**src/include/barrel_consts.svh**
```systemverilog
`ifndef BARREL_CONSTS_SVH
`define BARREL_CONSTS_SVH

// Core geometry
`define NUM_CTX      8
`define CTX_BITS     3
`define XLEN         32
`define NUM_REGS     32
`define REG_BITS     5

// Boot address of context n is n << CTX_PC_SHIFT
`define CTX_PC_SHIFT 12

// ORI r0,r0,0 used as the pipeline bubble
`define NOP_WORD     32'h1000_0000

`endif

```
**src/rtl/pipe_pkg.sv**
```systemverilog
`include "barrel_consts.svh"
`default_nettype none

package pipe_pkg;

	typedef struct packed {
		logic z;
		logic c;
		logic n;
		logic v;
	} flags_t;

	typedef struct packed {
		logic                  valid;
		logic [`CTX_BITS-1:0]  ctx;
		logic [`XLEN-1:0]      pc;
		logic [`XLEN-1:0]      insn;
	} fetch_t;

	typedef struct packed {
		logic                  valid;
		logic [`CTX_BITS-1:0]  ctx;
		logic [`XLEN-1:0]      pc;
		logic [`XLEN-1:0]      insn;
		logic [`XLEN-1:0]      a;
		logic [`XLEN-1:0]      b;
		flags_t                flags;
	} operand_t;

	typedef struct packed {
		logic                  valid;
		logic [`CTX_BITS-1:0]  ctx;
		logic [`XLEN-1:0]      result;
		logic [`XLEN-1:0]      store_data;
		logic [`REG_BITS-1:0]  rd;
		logic                  we;
		logic                  flag_we;
		flags_t                flags;
		logic                  is_load;
		logic                  is_store;
	} exec_t;

	typedef struct packed {
		logic                  valid;
		logic [`CTX_BITS-1:0]  ctx;
		logic [`REG_BITS-1:0]  rd;
		logic [`XLEN-1:0]      data;
		logic                  we;
		logic                  flag_we;
		flags_t                flags;
	} wb_t;

	typedef struct packed {
		logic                  valid;
		logic [`CTX_BITS-1:0]  ctx;
		logic [`XLEN-1:0]      pc;
	} redirect_t;

endpackage

`default_nettype wire

```
**src/rtl/barrel_memory.sv**
```systemverilog
`include "barrel_consts.svh"
`default_nettype none

module barrel_memory import pipe_pkg::*; (
	input  wire logic              clk_i,
	input  wire logic              reset_i,
	input  wire exec_t             exec_i,
	input  wire logic              dbus_ack_i,
	input  wire logic [`XLEN-1:0]  dbus_dat_i,
	output logic                   dbus_cyc_o,
	output logic                   dbus_stb_o,
	output logic                   dbus_we_o,
	output logic [`XLEN-1:0]       dbus_adr_o,
	output logic [`XLEN-1:0]       dbus_dat_o,
	output logic                   stall_o,
	output wb_t                    wb_o
);

	typedef enum logic {
		S_IDLE,
		S_BUSY
	} state_e;

	state_e state;
	logic   mem_op;
	flags_t load_flags;
	wb_t    wb_d;

	assign mem_op = exec_i.valid && (exec_i.is_load || exec_i.is_store);

	// Freeze everything until the access is acknowledged
	assign stall_o = mem_op && !(state == S_BUSY && dbus_ack_i);

	// ----------------------------------------
	// Bus master
	// ----------------------------------------
	always_ff @(posedge clk_i) begin
		if (reset_i) begin
			state <= S_IDLE;
			dbus_cyc_o <= 1'b0;
			dbus_stb_o <= 1'b0;
			dbus_we_o <= 1'b0;
		end else begin
			case (state)
				S_IDLE:
					if (mem_op) begin
						state <= S_BUSY;
						dbus_cyc_o <= 1'b1;
						dbus_stb_o <= 1'b1;
						dbus_we_o <= exec_i.is_store;
					end
				S_BUSY:
					if (dbus_ack_i) begin
						state <= S_IDLE;
						dbus_cyc_o <= 1'b0;
						dbus_stb_o <= 1'b0;
						dbus_we_o <= 1'b0;
					end
				default:
					state <= S_IDLE;
			endcase
		end
	end

	// Address and data latched as the cycle opens
	always_ff @(posedge clk_i) begin
		if (state == S_IDLE && mem_op) begin
			dbus_adr_o <= exec_i.result;
			dbus_dat_o <= exec_i.store_data;
		end
	end

	// ----------------------------------------
	// Writeback record
	// ----------------------------------------
	always_comb begin
		load_flags = exec_i.flags;
		load_flags.z = (dbus_dat_i == '0);
		load_flags.n = dbus_dat_i[`XLEN-1];

		wb_d.valid = exec_i.valid;
		wb_d.ctx = exec_i.ctx;
		wb_d.rd = exec_i.rd;
		wb_d.we = exec_i.we;
		wb_d.data = exec_i.is_load ? dbus_dat_i : exec_i.result;
		wb_d.flag_we = exec_i.flag_we || exec_i.is_load;
		wb_d.flags = exec_i.is_load ? load_flags : exec_i.flags;
	end

	always_ff @(posedge clk_i) begin
		if (reset_i)
			wb_o.valid <= 1'b0;
		else if (!stall_o)
			wb_o <= wb_d;
	end

endmodule

`default_nettype wire

```
**config.mk**
```make
export PLATFORM = sky130hd
export DESIGN_NAME = barrel_memory
export DESIGN_NICKNAME = d
export VERILOG_FILES = /design/src/rtl/pipe_pkg.sv /design/src/rtl/barrel_memory.sv
export VERILOG_INCLUDE_DIRS = /design/src /design/src/include
export SDC_FILE = /design/constraint.sdc
export NUM_CORES = 1
export LEC_CHECK = 0
export BUFFER_PORTS_ARGS = -buffer_cell sky130_fd_sc_hd__buf_2
export CORE_ASPECT_RATIO = 0.75
export CORE_MARGIN = 5
export CORE_UTILIZATION = 39
export CTS_CLUSTER_DIAMETER = 80
export DETAILED_ROUTE_END_ITERATION = 16
export PLACE_DENSITY = 0.78
export SYNTH_ARGS = -nofsm -noshare
export SYNTH_HDL_FRONTEND = slang
export SYNTH_SLANG_ARGS = --single-unit
```
**constraint.sdc**
```tcl
create_clock -name clk_i -period 3.4 [get_ports clk_i]
set_input_delay 0 -clock clk_i [delete_from_list [all_inputs] [get_ports clk_i]]
set_output_delay 0 -clock clk_i [all_outputs]
set_load 0.1 [all_outputs]
```
==> results.json, run 1 <==
{
  "ys_seq_area_share_pct": 85.4,
  "htree_levels": 4,
  "cts_buffer_depth": 2,
  "synthCells": 184,
  "ys_types": 20,
  "synth_warnings": 0,
  "gp_congestion": 0.767,
  "status": "did not finish",
  "cts_root_buffer": "clkbuf_16",
  "post_cts_resized": 0,
  "dieWidth_um": 126,
  "cts_setup_buffers": 0,
  "cts_sinks": 114,
  "die_h_um": 97.3,
  "io_buffers": 230,
  "initial_utilization_pct": 40.5,
  "io_pins": 231,
  "mappedNetlistNets": 300,
  "cts_buffers": 17,
  "syn-cell-area_mm2": 0.00396,
  "flow.stopped_at": "clock tree synthesis (4_1_cts)",
  "synth_seq_cells": 114,
  "ctsHoldBuffers": 116,
  "rows": 31,
  "hpwl_um": 7980,
  "syn_area_per_cell_um2": 21.5,
  "error": "[ERROR RSZ-0060] Max buffer count reached."
}
-- cell families after synthesis --
group           count (synthesis)  synth area share (%)
flops                         114                  85.4
mux                            31                  8.82
simple gates                   18                  2.84
compound gates                 12                  1.77
buf+inv                         9                  1.14
-- cells in the mapped netlist --
master | n | share of area (%)
nand2_1 | 1 | 0.095
or3_1 | 1 | 0.16
inv_1 | 4 | 0.38
or2_2 | 1 | 0.16
edfxtp_1 | 110 | 83
dfxtp_1 | 4 | 2.0
mux2_2 | 31 | 8.8
buf_4 | 2 | 0.38
nand2b_1 | 1 | 0.16
nand4_1 | 2 | 0.32
nor4_1 | 6 | 0.95
a21oi_1 | 5 | 0.63
nand3_1 | 1 | 0.13
o31ai_2 | 1 | 0.32
nor4b_2 | 1 | 0.38
o21ai_0 | 5 | 0.63
o21a_1 | 1 | 0.19
buf_2 | 3 | 0.38
and3b_1 | 1 | 0.22
nor2_1 | 3 | 0.28
-- per-stage QoR --
stage / instance area [um^2] / instances / worst slack [ns]
3_5_place_dp: 5290 / 543 / 0.974
3_3_place_gp: 5290 / 543 / 1.06
2_1_floorplan: 3970 / 184 / 0.161
==> run 2: changes to the inputs <==
- CORE_ASPECT_RATIO: 0.75 -> unset
- CORE_UTILIZATION: 39 -> 25
- CTS_CLUSTER_DIAMETER: 80 -> unset
- PLACE_DENSITY: 0.78 -> unset
- PLACE_DENSITY_LB_ADDON: unset -> 0.15
- clock period: 3.4 -> 4.42 ns (I/O delays scaled with it)
==> run 2 against run 1 <==
Compared with the run above:
- the run now ends clean
- synthesized cell count unchanged
- area after synthesis is the same
==> results.json, run 2 <==
{
  "cpPeakStageDelay_ns": 0.55,
  "mappedNetlistNets": 300,
  "tightest_slew_ns": 0.887,
  "post_cts_resized": 0,
  "synthCells": 184,
  "seq_area_mm2": 0.00338,
  "switching_power_w": 0.00107,
  "dieWidth_um": 136,
  "htree_levels": 4,
  "initial_utilization_pct": 25.2,
  "synth_area_leaders": "edfxtp_1 83%, mux2_2 8.8%, dfxtp_1 2.0%",
  "fin_crit_sh_pct": 42.6,
  "top_regs": "wb_o: 47 flops, dbus_adr_o: 32 flops, dbus_dat_o: 32 flops",
  "synth_warnings": 0,
  "arrival_ns": 2.17,
  "synth_common_cells": "110 x edfxtp_1, 31 x mux2_2, 6 x nor4_1, 5 x a21oi_1, 5 x o21ai_0",
  "r2r_start": "state",
  "irDropWorstVdd_uv": 211,
  "syn_area_per_cell_um2": 21.5,
  "ys_seq_area_share_pct": 85.4,
  "core_area_mm2": 0.0157,
  "grt_max_degree": 66,
  "yosysMostFrequentCell": "edfxtp_1",
  "fin_crit_ns": 1.88,
  "cts_tree": "yes",
  "io_buffers": 230,
  "yosysTopAreaCell": "edfxtp_1",
  "internal_power_w": 0.00226,
  "worst_ep_required_time_ns": 4.71,
  "syn-cell-area_mm2": 0.00396,
  "fp.dieArea_mm2": 0.0185,
  "wl_per_cell_um": 15.8,
  "status": "finished clean",
  "grt_pass1_wl_um": 18100,
  "gp_congestion": 0.735,
  "hpwl_um": 8490,
  "synth-edff-count": 110,
  "setup_viol": 0,
  "drt.antenna.violating_nets": 0,
  "rrSetupSlack_ns": 2.54,
  "fin_worst_skew_ns": 0.00568,
  "relSlewSlack_pct": 40.9,
  "rsz0062_at_grt": "no",
  "min_path_type": "in -> reg",
  "grt_overflow_total": 0,
  "pwr-share-clk_pct": 39.1,
  "cp_slowest_cell": "dlygate4sd3_1",
  "min_from": "exec_i[0]",
  "maxCapViolations": 0,
  "switching_share_pct": 32.0,
  "crit_top_cell": "dlygate4sd3_1",
  "whs_ns": 0.159,
  "viasPerCell": 3.95,
  "path_cells": "inv_1 > nand3_1 > dlygate4sd3_1 > a21oi_1 > dlygate4sd3_1",
  "layout_common_cells": "230 x buf_2, 117 x dlygate4sd3_1, 110 x edfxtp_1",
  "first_global_vias": 3406,
  "grt_usage_pct": 13.2,
  "async_reset_ff_share_pct": 0,
  "critPathLaunchType": "flip-flop",
  "power.share.sequential_pct": 38.6,
  "fmax_ghz": 0.531,
  "synthDominantCellAreaShare_pct": 83.4,
  "worstSetupPathType": "reg -> reg",
  "maxSlewViolCount": 0,
  "final_common_cell": "buf_2",
  "clock_latency_ns": 0.40,
  "dr.first_iter.drc_count": 97,
  "cts_buffers": 17,
  "cts_sinks": 114,
  "synth_seq_cells": 114,
  "diodes": 0,
  "io_pins": 231,
  "setup.worst_path.start": "state",
  "power.leakage_nw": 2.95,
  "drive_above_1_share_pct": 53.3,
  "fill_cells": 1448,
  "cts_buffer_depth": 2,
  "synthFlopType": "edfxtp_1",
  "endpoint_kind": "flip-flop",
  "multi_input_area_um2": 547,
  "totalWireLength_um": 12300,
  "finalHoldViolations": 0,
  "rows": 46,
  "clk_pin_slew_ns": 0.05,
  "vias": 3068,
  "ys_types": 20,
  "nNetsFinal": 664,
  "setup_total_negative_slack_ns": 0,
  "cts_root_buffer": "clkbuf_16",
  "largest_reg_flops": 47,
  "regMostFlops": "wb_o",
  "comb_power_share_pct": 22.3,
  "area_delta_synth_final_pct": 80.0,
  "crit_buf_inv": 3,
  "antenna_found_initial": 0,
  "route.detailed.drc": 0,
  "cp_top_family": "buffers and inverters",
  "dr.pass1.iters": 4,
  "die_h_um": 136,
  "crit_fanout": 6,
  "cellPowerDensity_mw_per_mm2": 467
}
## run 2: worst paths after layout
path / endpoint / cells after the start
worst max register to register: dbus_we_o / 5
worst max-delay path: dbus_we_o / 5
worst min-delay path: state / 3
worst min register to register: dbus_stb_o / 1
## run 2: worst reg2reg max path, stage by stage, from the launching register on
cell           delay, ns
dfxtp_1             0.45
inv_1               0.09
nand3_1             0.08
dlygate4sd3_1       0.54
a21oi_1             0.06
dlygate4sd3_1       0.55
## run 2: logic make-up (layout without fill, tap and decap cells)
logic type | count (synthesis) | count (layout) | synth area share (%)
flip-flops | 114 | 114 | 85.4
multiplexers | 31 | 31 | 8.82
buffers and inverters | 9 | 386 | 1.14
AND/OR/NAND/NOR | 18 | 18 | 2.84
AO/OA/AOI/OAI | 12 | 12 | 1.77
## run 2: power by group through the flow
stage          sequential [W]  clock (W)  combinational (W)
2_1_floorplan         0.00176          0          0.0000710
3_3_place_gp          0.00131          0           0.000662
3_5_place_dp          0.00131          0           0.000665
4_1_cts               0.00129    0.00135           0.000749
5_1_grt               0.00129    0.00139           0.000771
6_report              0.00128    0.00130           0.000743
## run 2: final cells by class
cell class | instances | share of cell area (%)
repair buffers | 350 | 32.9
well taps | 216 | 3.79
flip-flops and latches | 114 | 47.5
clock inverters | 14 | 1.95
clock buffers | 18 | 6.02
multi-input cells | 61 | 7.67
inverters | 4 | 0.211
## run 2: metal layers
| layer | up-vias | global-route usage, % | part of all wire [%] | routed length [um] |
|---|---|---|---|---|
| met5 | - | 0 | 0 | 0 |
| met4 | 0 | 4.59 | 1.2 | 147 |
| met3 | 11 | 5.11 | 9.5 | 1170 |
| met2 | 147 | 22.8 | 48 | 5960 |
| met1 | 1442 | 14.9 | 41 | 5010 |
| li1 | 1468 | - | - | - |
## run 2: per-stage QoR
stage / utilization (%) / setup WS, ns / cell area (um^2) / power, W / cells
after global placement: 34.3 / 2.30 / 5390 / 0.00197 / 628
after global routing: 45.4 / 2.46 / 7130 / 0.00345 / 777
after CTS: 45.4 / 2.55 / 7130 / 0.00338 / 777
final: 45.4 / 2.54 / 7130 / 0.00333 / 777
after floorplan: - / 0.637 / 3960 / 0.00183 / 184
after detailed placement: 34.3 / 2.23 / 5390 / 0.00197 / 628
## run 2: repair_timing
action                    4_1_cts  5_1_grt
hold buffers                  117        0
hold endpoints to repair      114        0
setup buffers                   0        0
Note: power is estimated with default switching activity, not from simulation.
==> run 3: changes to the inputs <==
- clock period: 4.42 -> 1.5 ns (I/O delays scaled with it)
==> run 3 against run 2 <==
Compared with the run above:
- first-iteration DRC count decreased by 7.2%
- critical path depth decreased by 1
- maximum frequency increased by 37%
- wire length increased by 1.0%
- total power increased to 2.9 times the previous value
- global-route usage increased by 0.26 points
==> results.json, run 3 (synthesized netlist as in run 2, its figures left out) <==
{
  "status": "finished clean",
  "fin_crit_sh_pct": 91.9,
  "nNetsFinal": 667,
  "htree_levels": 4,
  "endpoint_kind": "flip-flop",
  "post-route-util_pct": 45.8,
  "fin_crit_ns": 1.38,
  "area_delta_synth_final_pct": 81.6,
  "totalWireLength_um": 12400,
  "cts_buffer_depth": 2,
  "first_global_vias": 3453,
  "worst_slack_ns": 0.121,
  "min_from": "exec_i[1]",
  "holdPathStages": 3,
  "worstSetupPathType": "reg -> reg",
  "instances_no_fill": 777,
  "tightest_slew_ns": 0.517,
  "reg2reg_to": "wb_o[46]",
  "fmax_ghz": 0.725,
  "finalHoldViolations": 0,
  "cts_tree": "yes",
  "worst_ep_required_time_ns": 1.79,
  "regMostFlops": "wb_o",
  "p_total_w": 0.00970,
  "drt.antenna.violating_nets": 0,
  "dr.pass1.iters": 6,
  "cts_root_buffer": "clkbuf_16",
  "setup.worst_path.start": "state",
  "grt_overflow_total": 0,
  "rsz0062_at_grt": "no",
  "min_path_type": "in -> reg",
  "clk_pin_slew_ns": 0.05,
  "maxCapViolations": 0,
  "arrival_ns": 1.66,
  "final_common_cell": "buf_2",
  "io_buffers": 230,
  "antenna_found_initial": 0,
  "dr.first_iter.drc_count": 90,
  "die_h_um": 136,
  "rrSetupSlack_ns": 0.12,
  "hpwl_um": 8430,
  "crit_fanout": 6,
  "critPathLaunchType": "flip-flop",
  "fp.dieArea_mm2": 0.0185,
  "top_regs": "wb_o: 47 flops, dbus_adr_o: 32 flops, dbus_dat_o: 32 flops",
  "wl_per_cell_um": 16.0,
  "reg2regPathDepth": 4,
  "largest_reg_flops": 47,
  "relSlewSlack_pct": 65.8,
  "cts_sinks": 114,
  "grt_pass1_wl_um": 18500,
  "drive_above_1_share_pct": 53.8,
  "grt_max_degree": 66,
  "setup_viol": 0,
  "diodes": 0,
  "fin_worst_skew_ns": 0.0153,
  "power.leakage_nw": 2.98,
  "place_inst": 632,
  "grt_usage_pct": 13.4,
  "clock_latency_ns": 0.41,
  "dieWidth_um": 136,
  "cts_setup_buffers": 0,
  "gp_congestion": 0.772,
  "viasPerCell": 3.98,
  "rows": 46,
  "core_area_mm2": 0.0157,
  "place_ws_ns": 0.198,
  "vias": 3092,
  "whs_endpoint": "wb_o[37]",
  "r2r_start": "state",
  "maxSlewViolCount": 0,
  "io_pins": 231,
  "initial_utilization_pct": 25.2,
  "layout_common_cells": "229 x buf_2, 116 x dlygate4sd3_1, 110 x edfxtp_1",
  "cellPowerDensity_mw_per_mm2": 1350,
  "route.detailed.drc": 0,
  "cts_buffers": 17,
  "irDropWorstVdd_uv": 653
}
[run 3: changes by cell type in the layout (fill, tap and decap cells not counted), sizes merged]
cell	previous run	this run
buf	233	237
clkbuf	18	20
clkinv	5	7
clkinvlp	5	0
dlygate4sd3	117	116
inv	6	4
[run 3: worst max-delay path by stage]
| stage | cells past startpoint | slack, ns | endpoint |
|---|---|---|---|
| 4_1_cts | 6 | 0.07 | wb_o[3] |
| 2_1_floorplan | 2 | -0.26 | wb_o[0] |
| 3_5_place_dp | 5 | 0.20 | wb_o[25] |
| 3_3_place_gp | 5 | 0.21 | wb_o[3] |
| 6_report | 4 | 0.12 | wb_o[46] |
| 5_1_grt | 6 | 0.02 | wb_o[3] |
[run 3: worst max-delay path, cell delays in order, from the launching register on]
cell and delay (ns):
dfxtp_4 0.37, a21oi_1 0.11, o21ai_0 0.08, and3b_1 0.16, dlygate4sd3_1 0.55
[run 3: layer usage]
layer	share of wire, %	routed length (um)	vias up	track usage (%)
li1	-	-	1470	-
met1	40	4960	1431	15.7
met2	46	5730	178	21.3
met3	12	1540	13	6.44
met4	1.5	187	0	5.54
met5	0	0	-	0
[run 3: power breakdown]
part	internal [W]	switching (W)
Sequential	0.00374	0.0000483
Combinational	0.000533	0.00170
Clock	0.00238	0.00130
Total	0.00665	0.00305
[run 3: metrics by stage]
step / TNS [ns] / hold slack (ns) / cell area, um^2
after floorplan: -27.68 / 0.0989 / 3990
final: 0 / 0.0597 / 7190
after global placement: 0 / 0.178 / 5490
after global routing: 0 / 0.0713 / 7190
after CTS: 0 / 0.0366 / 7180
after detailed placement: 0 / 0.178 / 5490
[run 3: area by class of cell]
cell class / count / area, um^2
Fill cell: 1407 / 8520
Sequential cell: 114 / 3390
Timing Repair Buffer: 353 / 2420
Multi-Input combinational cell: 61 / 574
Clock buffer: 20 / 437
Tap cell: 216 / 270
Clock inverter: 9 / 92.6
Inverter: 4 / 15.0
[run 3: timing repair]
item | 4_1_cts | 5_1_grt
resized for setup | 0 | 2
hold buffers | 116 | 0
endpoints found under the setup margin | 0 | 1
hold endpoints to repair | 114 | 0
==> run 4: changes to the inputs <==
- ABC_AREA: unset -> 1
- clock period: 1.5 -> 1.4 ns (I/O delays scaled with it)
==> run 4 against run 3 <==
Compared with the run above:
- worst hold slack got worse by 0.020 ns
- worst setup slack improved by 0.037 ns
- wire length rose by 2.2%
- clock power rose by 20%
- global-route usage barely moved
- via count rose by 9.6%
- die area rose by 1.9%
- synthesized cell count rose by 49%
- first-iteration DRC count rose by 79%
- critical endpoint is now wb_o[28]
==> results.json, run 4 <==
{
  "status": "finished clean",
  "top_regs": "wb_o: 47 flops, dbus_adr_o: 32 flops, dbus_dat_o: 32 flops",
  "syn-cell-area_mm2": 0.00404,
  "relSlewSlack_pct": 65.6,
  "drt.antenna.violating_nets": 0,
  "comb_power_share_pct": 22.2,
  "fin_crit_sh_pct": 88.7,
  "synthFlopType": "edfxtp_1",
  "worst_ep_required_time_ns": 1.50,
  "yosysMostFrequentCell": "edfxtp_1",
  "cts_root_buffer": "clkbuf_16",
  "io_buffers": 230,
  "dieWidth_um": 137,
  "cpPeakStageDelay_ns": 0.52,
  "power.leakage_nw": 3.23,
  "final_common_cell": "buf_2",
  "switching_power_w": 0.00353,
  "crit_fanout": 24,
  "cellPowerDensity_mw_per_mm2": 1490,
  "cts_buffer_depth": 2,
  "setup_total_negative_slack_ns": 0,
  "maxCapViolations": 0,
  "synth-edff-count": 110,
  "post_cts_resized": 0,
  "largest_reg_flops": 47,
  "setup_viol": 0,
  "ys_types": 17,
  "clock_latency_ns": 0.40,
  "core_area_mm2": 0.0159,
  "switching_share_pct": 32.3,
  "cts_sinks": 114,
  "gp_congestion": 0.787,
  "whs_ns": 0.0394,
  "cp_slowest_cell": "dlygate4sd3_1",
  "finalInstanceArea_mm2": 0.00733,
  "fin_crit_ns": 1.24,
  "io_pins": 231,
  "cts_tree": "yes",
  "grt_pass1_wl_um": 19100,
  "grt_overflow_total": 0,
  "viasPerCell": 3.90,
  "endpoint_kind": "flip-flop",
  "setup.worst_path.start": "exec_i[0]",
  "grt_usage_pct": 13.5,
  "area_delta_synth_final_pct": 81.3,
  "die_h_um": 137,
  "fill_cells": 1483,
  "syn_area_per_cell_um2": 14.8,
  "fin_worst_skew_ns": 0.00615,
  "synth_common_cells": "110 x edfxtp_1, 100 x nand2_1, 24 x nor2_1, 13 x inv_1, 5 x o21ai_0",
  "path_cells": "dlygate4sd3_1 > buf_2 > o21a_1 > nand2_1 > nand2_2 > clkinvlp_4 > buf_12",
  "drive_above_1_share_pct": 42.7,
  "finalHoldViolations": 0,
  "dr.first_iter.drc_count": 161,
  "cts_buffers": 17,
  "min_from": "dbus_ack_i",
  "place_ws_ns": 0.183,
  "rsz0062_at_grt": "no",
  "hpwl_um": 9090,
  "async_reset_ff_share_pct": 0,
  "wl_per_cell_um": 14.6,
  "first_global_vias": 3686,
  "regMostFlops": "wb_o",
  "maxSlewViolCount": 0,
  "antenna_found_initial": 0,
  "diodes": 0,
  "totalWireLength_um": 12700,
  "nNetsFinal": 756,
  "worst_slack_ns": 0.158,
  "mappedNetlistNets": 390,
  "clk_pin_slew_ns": 0.05,
  "synthCells": 274,
  "pwr-share-clk_pct": 40.6,
  "ys_seq_area_share_pct": 83.7,
  "fp.dieArea_mm2": 0.0188,
  "synth_area_leaders": "edfxtp_1 82%, nand2_1 9.3%, nor2_1 2.2%",
  "rows": 46,
  "grt_max_degree": 39,
  "arrival_ns": 1.35,
  "synthDominantCellAreaShare_pct": 81.7,
  "fmax_ghz": 0.805,
  "synth_warnings": 0,
  "vias": 3388,
  "irDropWorstVdd_uv": 756,
  "min_path_type": "in -> reg",
  "r2r_start": "state",
  "yosysTopAreaCell": "edfxtp_1",
  "power.share.sequential_pct": 37.1,
  "placedInstanceArea_mm2": 0.00556,
  "initial_utilization_pct": 25.4,
  "layout_common_cells": "229 x buf_2, 116 x dlygate4sd3_1, 110 x edfxtp_1",
  "worstSetupPathType": "in -> reg",
  "route.detailed.drc": 0,
  "internal_power_w": 0.00738,
  "tightest_slew_ns": 0.520,
  "dr.pass1.iters": 4,
  "critPathLaunchType": "input port",
  "htree_levels": 4,
  "synth_seq_cells": 114
}
[run 4: cell types whose count changed after synthesis, moves of 2 or more]
cell     before  now
nand2_1       1  100
mux2_2       31    0
nor2_1        3   24
inv_1         4   13
nor4_1        6    0
a21oi_1       5    0
buf_6         0    2
[run 4: metal layers]
| metal | part of all wire [%] | wire [um] | vias up | GRT usage (%) |
|---|---|---|---|---|
| li1 | - | - | 1683 | - |
| met1 | 39 | 5010 | 1532 | 15.1 |
| met2 | 48 | 6140 | 158 | 22.7 |
| met3 | 11 | 1360 | 15 | 5.96 |
| met4 | 1.5 | 188 | 0 | 4.93 |
| met5 | 0 | 0 | - | 0 |
[run 4: final cells by class]
type	instances	area, um^2	share of cell area, %
multi-input combinational	138	551	7.51
sequential	114	3380	46.2
clock buffer	18	429	5.86
clock inverter	14	178	2.42
inverter	14	60.1	0.819
tap	216	270	3.69
timing repair buffer	355	2460	33.5
[run 4: timing repair]
item / in CTS / in global routing
buffers inserted: 0 / 0
hold buffers: 116 / 0
endpoints found under the hold margin: 114 / 0
[run 4: worst max-delay path, delay by kind of cell]
family	cells	cell delay, ns
buf+inv	4	0.96
simple gates	2	0.16
compound gates	1	0.20
[run 4: per-stage QoR]
stage / util (%) / power (W) / cells
3_5_place_dp: 35.0 / 0.00630 / 721
3_3_place_gp: 35.0 / 0.00629 / 721
2_1_floorplan: - / 0.00580 / 274
4_1_cts: 46.1 / 0.0111 / 869
5_1_grt: 46.1 / 0.0113 / 869
6_report: 46.1 / 0.0109 / 869
[run 4: worst paths after layout]
| path | endpoint | slack, ns | cells past startpoint |
|---|---|---|---|
| min reg2reg | state | 0.49 | 2 |
| max reg2reg | wb_o[46] | 0.16 | 5 |
| max | wb_o[28] | 0.16 | 7 |
| min | dbus_stb_o | 0.04 | 5 |
[run 4: cell families after synthesis]
| kind of cell | after synthesis | synth area share, % |
|---|---|---|
| simple gates | 131 | 12.6 |
| flops | 114 | 83.7 |
| compound gates | 7 | 0.990 |
| buf+inv | 22 | 2.75 |
[run 4: power groups by stage]
stage	sequential [W]	clock [W]	combinational, W
2_1_floorplan	0.00556	0	0.000243
3_3_place_gp	0.00412	0	0.00218
3_5_place_dp	0.00412	0	0.00218
4_1_cts	0.00405	0.00456	0.00244
5_1_grt	0.00407	0.00473	0.00253
6_report	0.00405	0.00443	0.00242
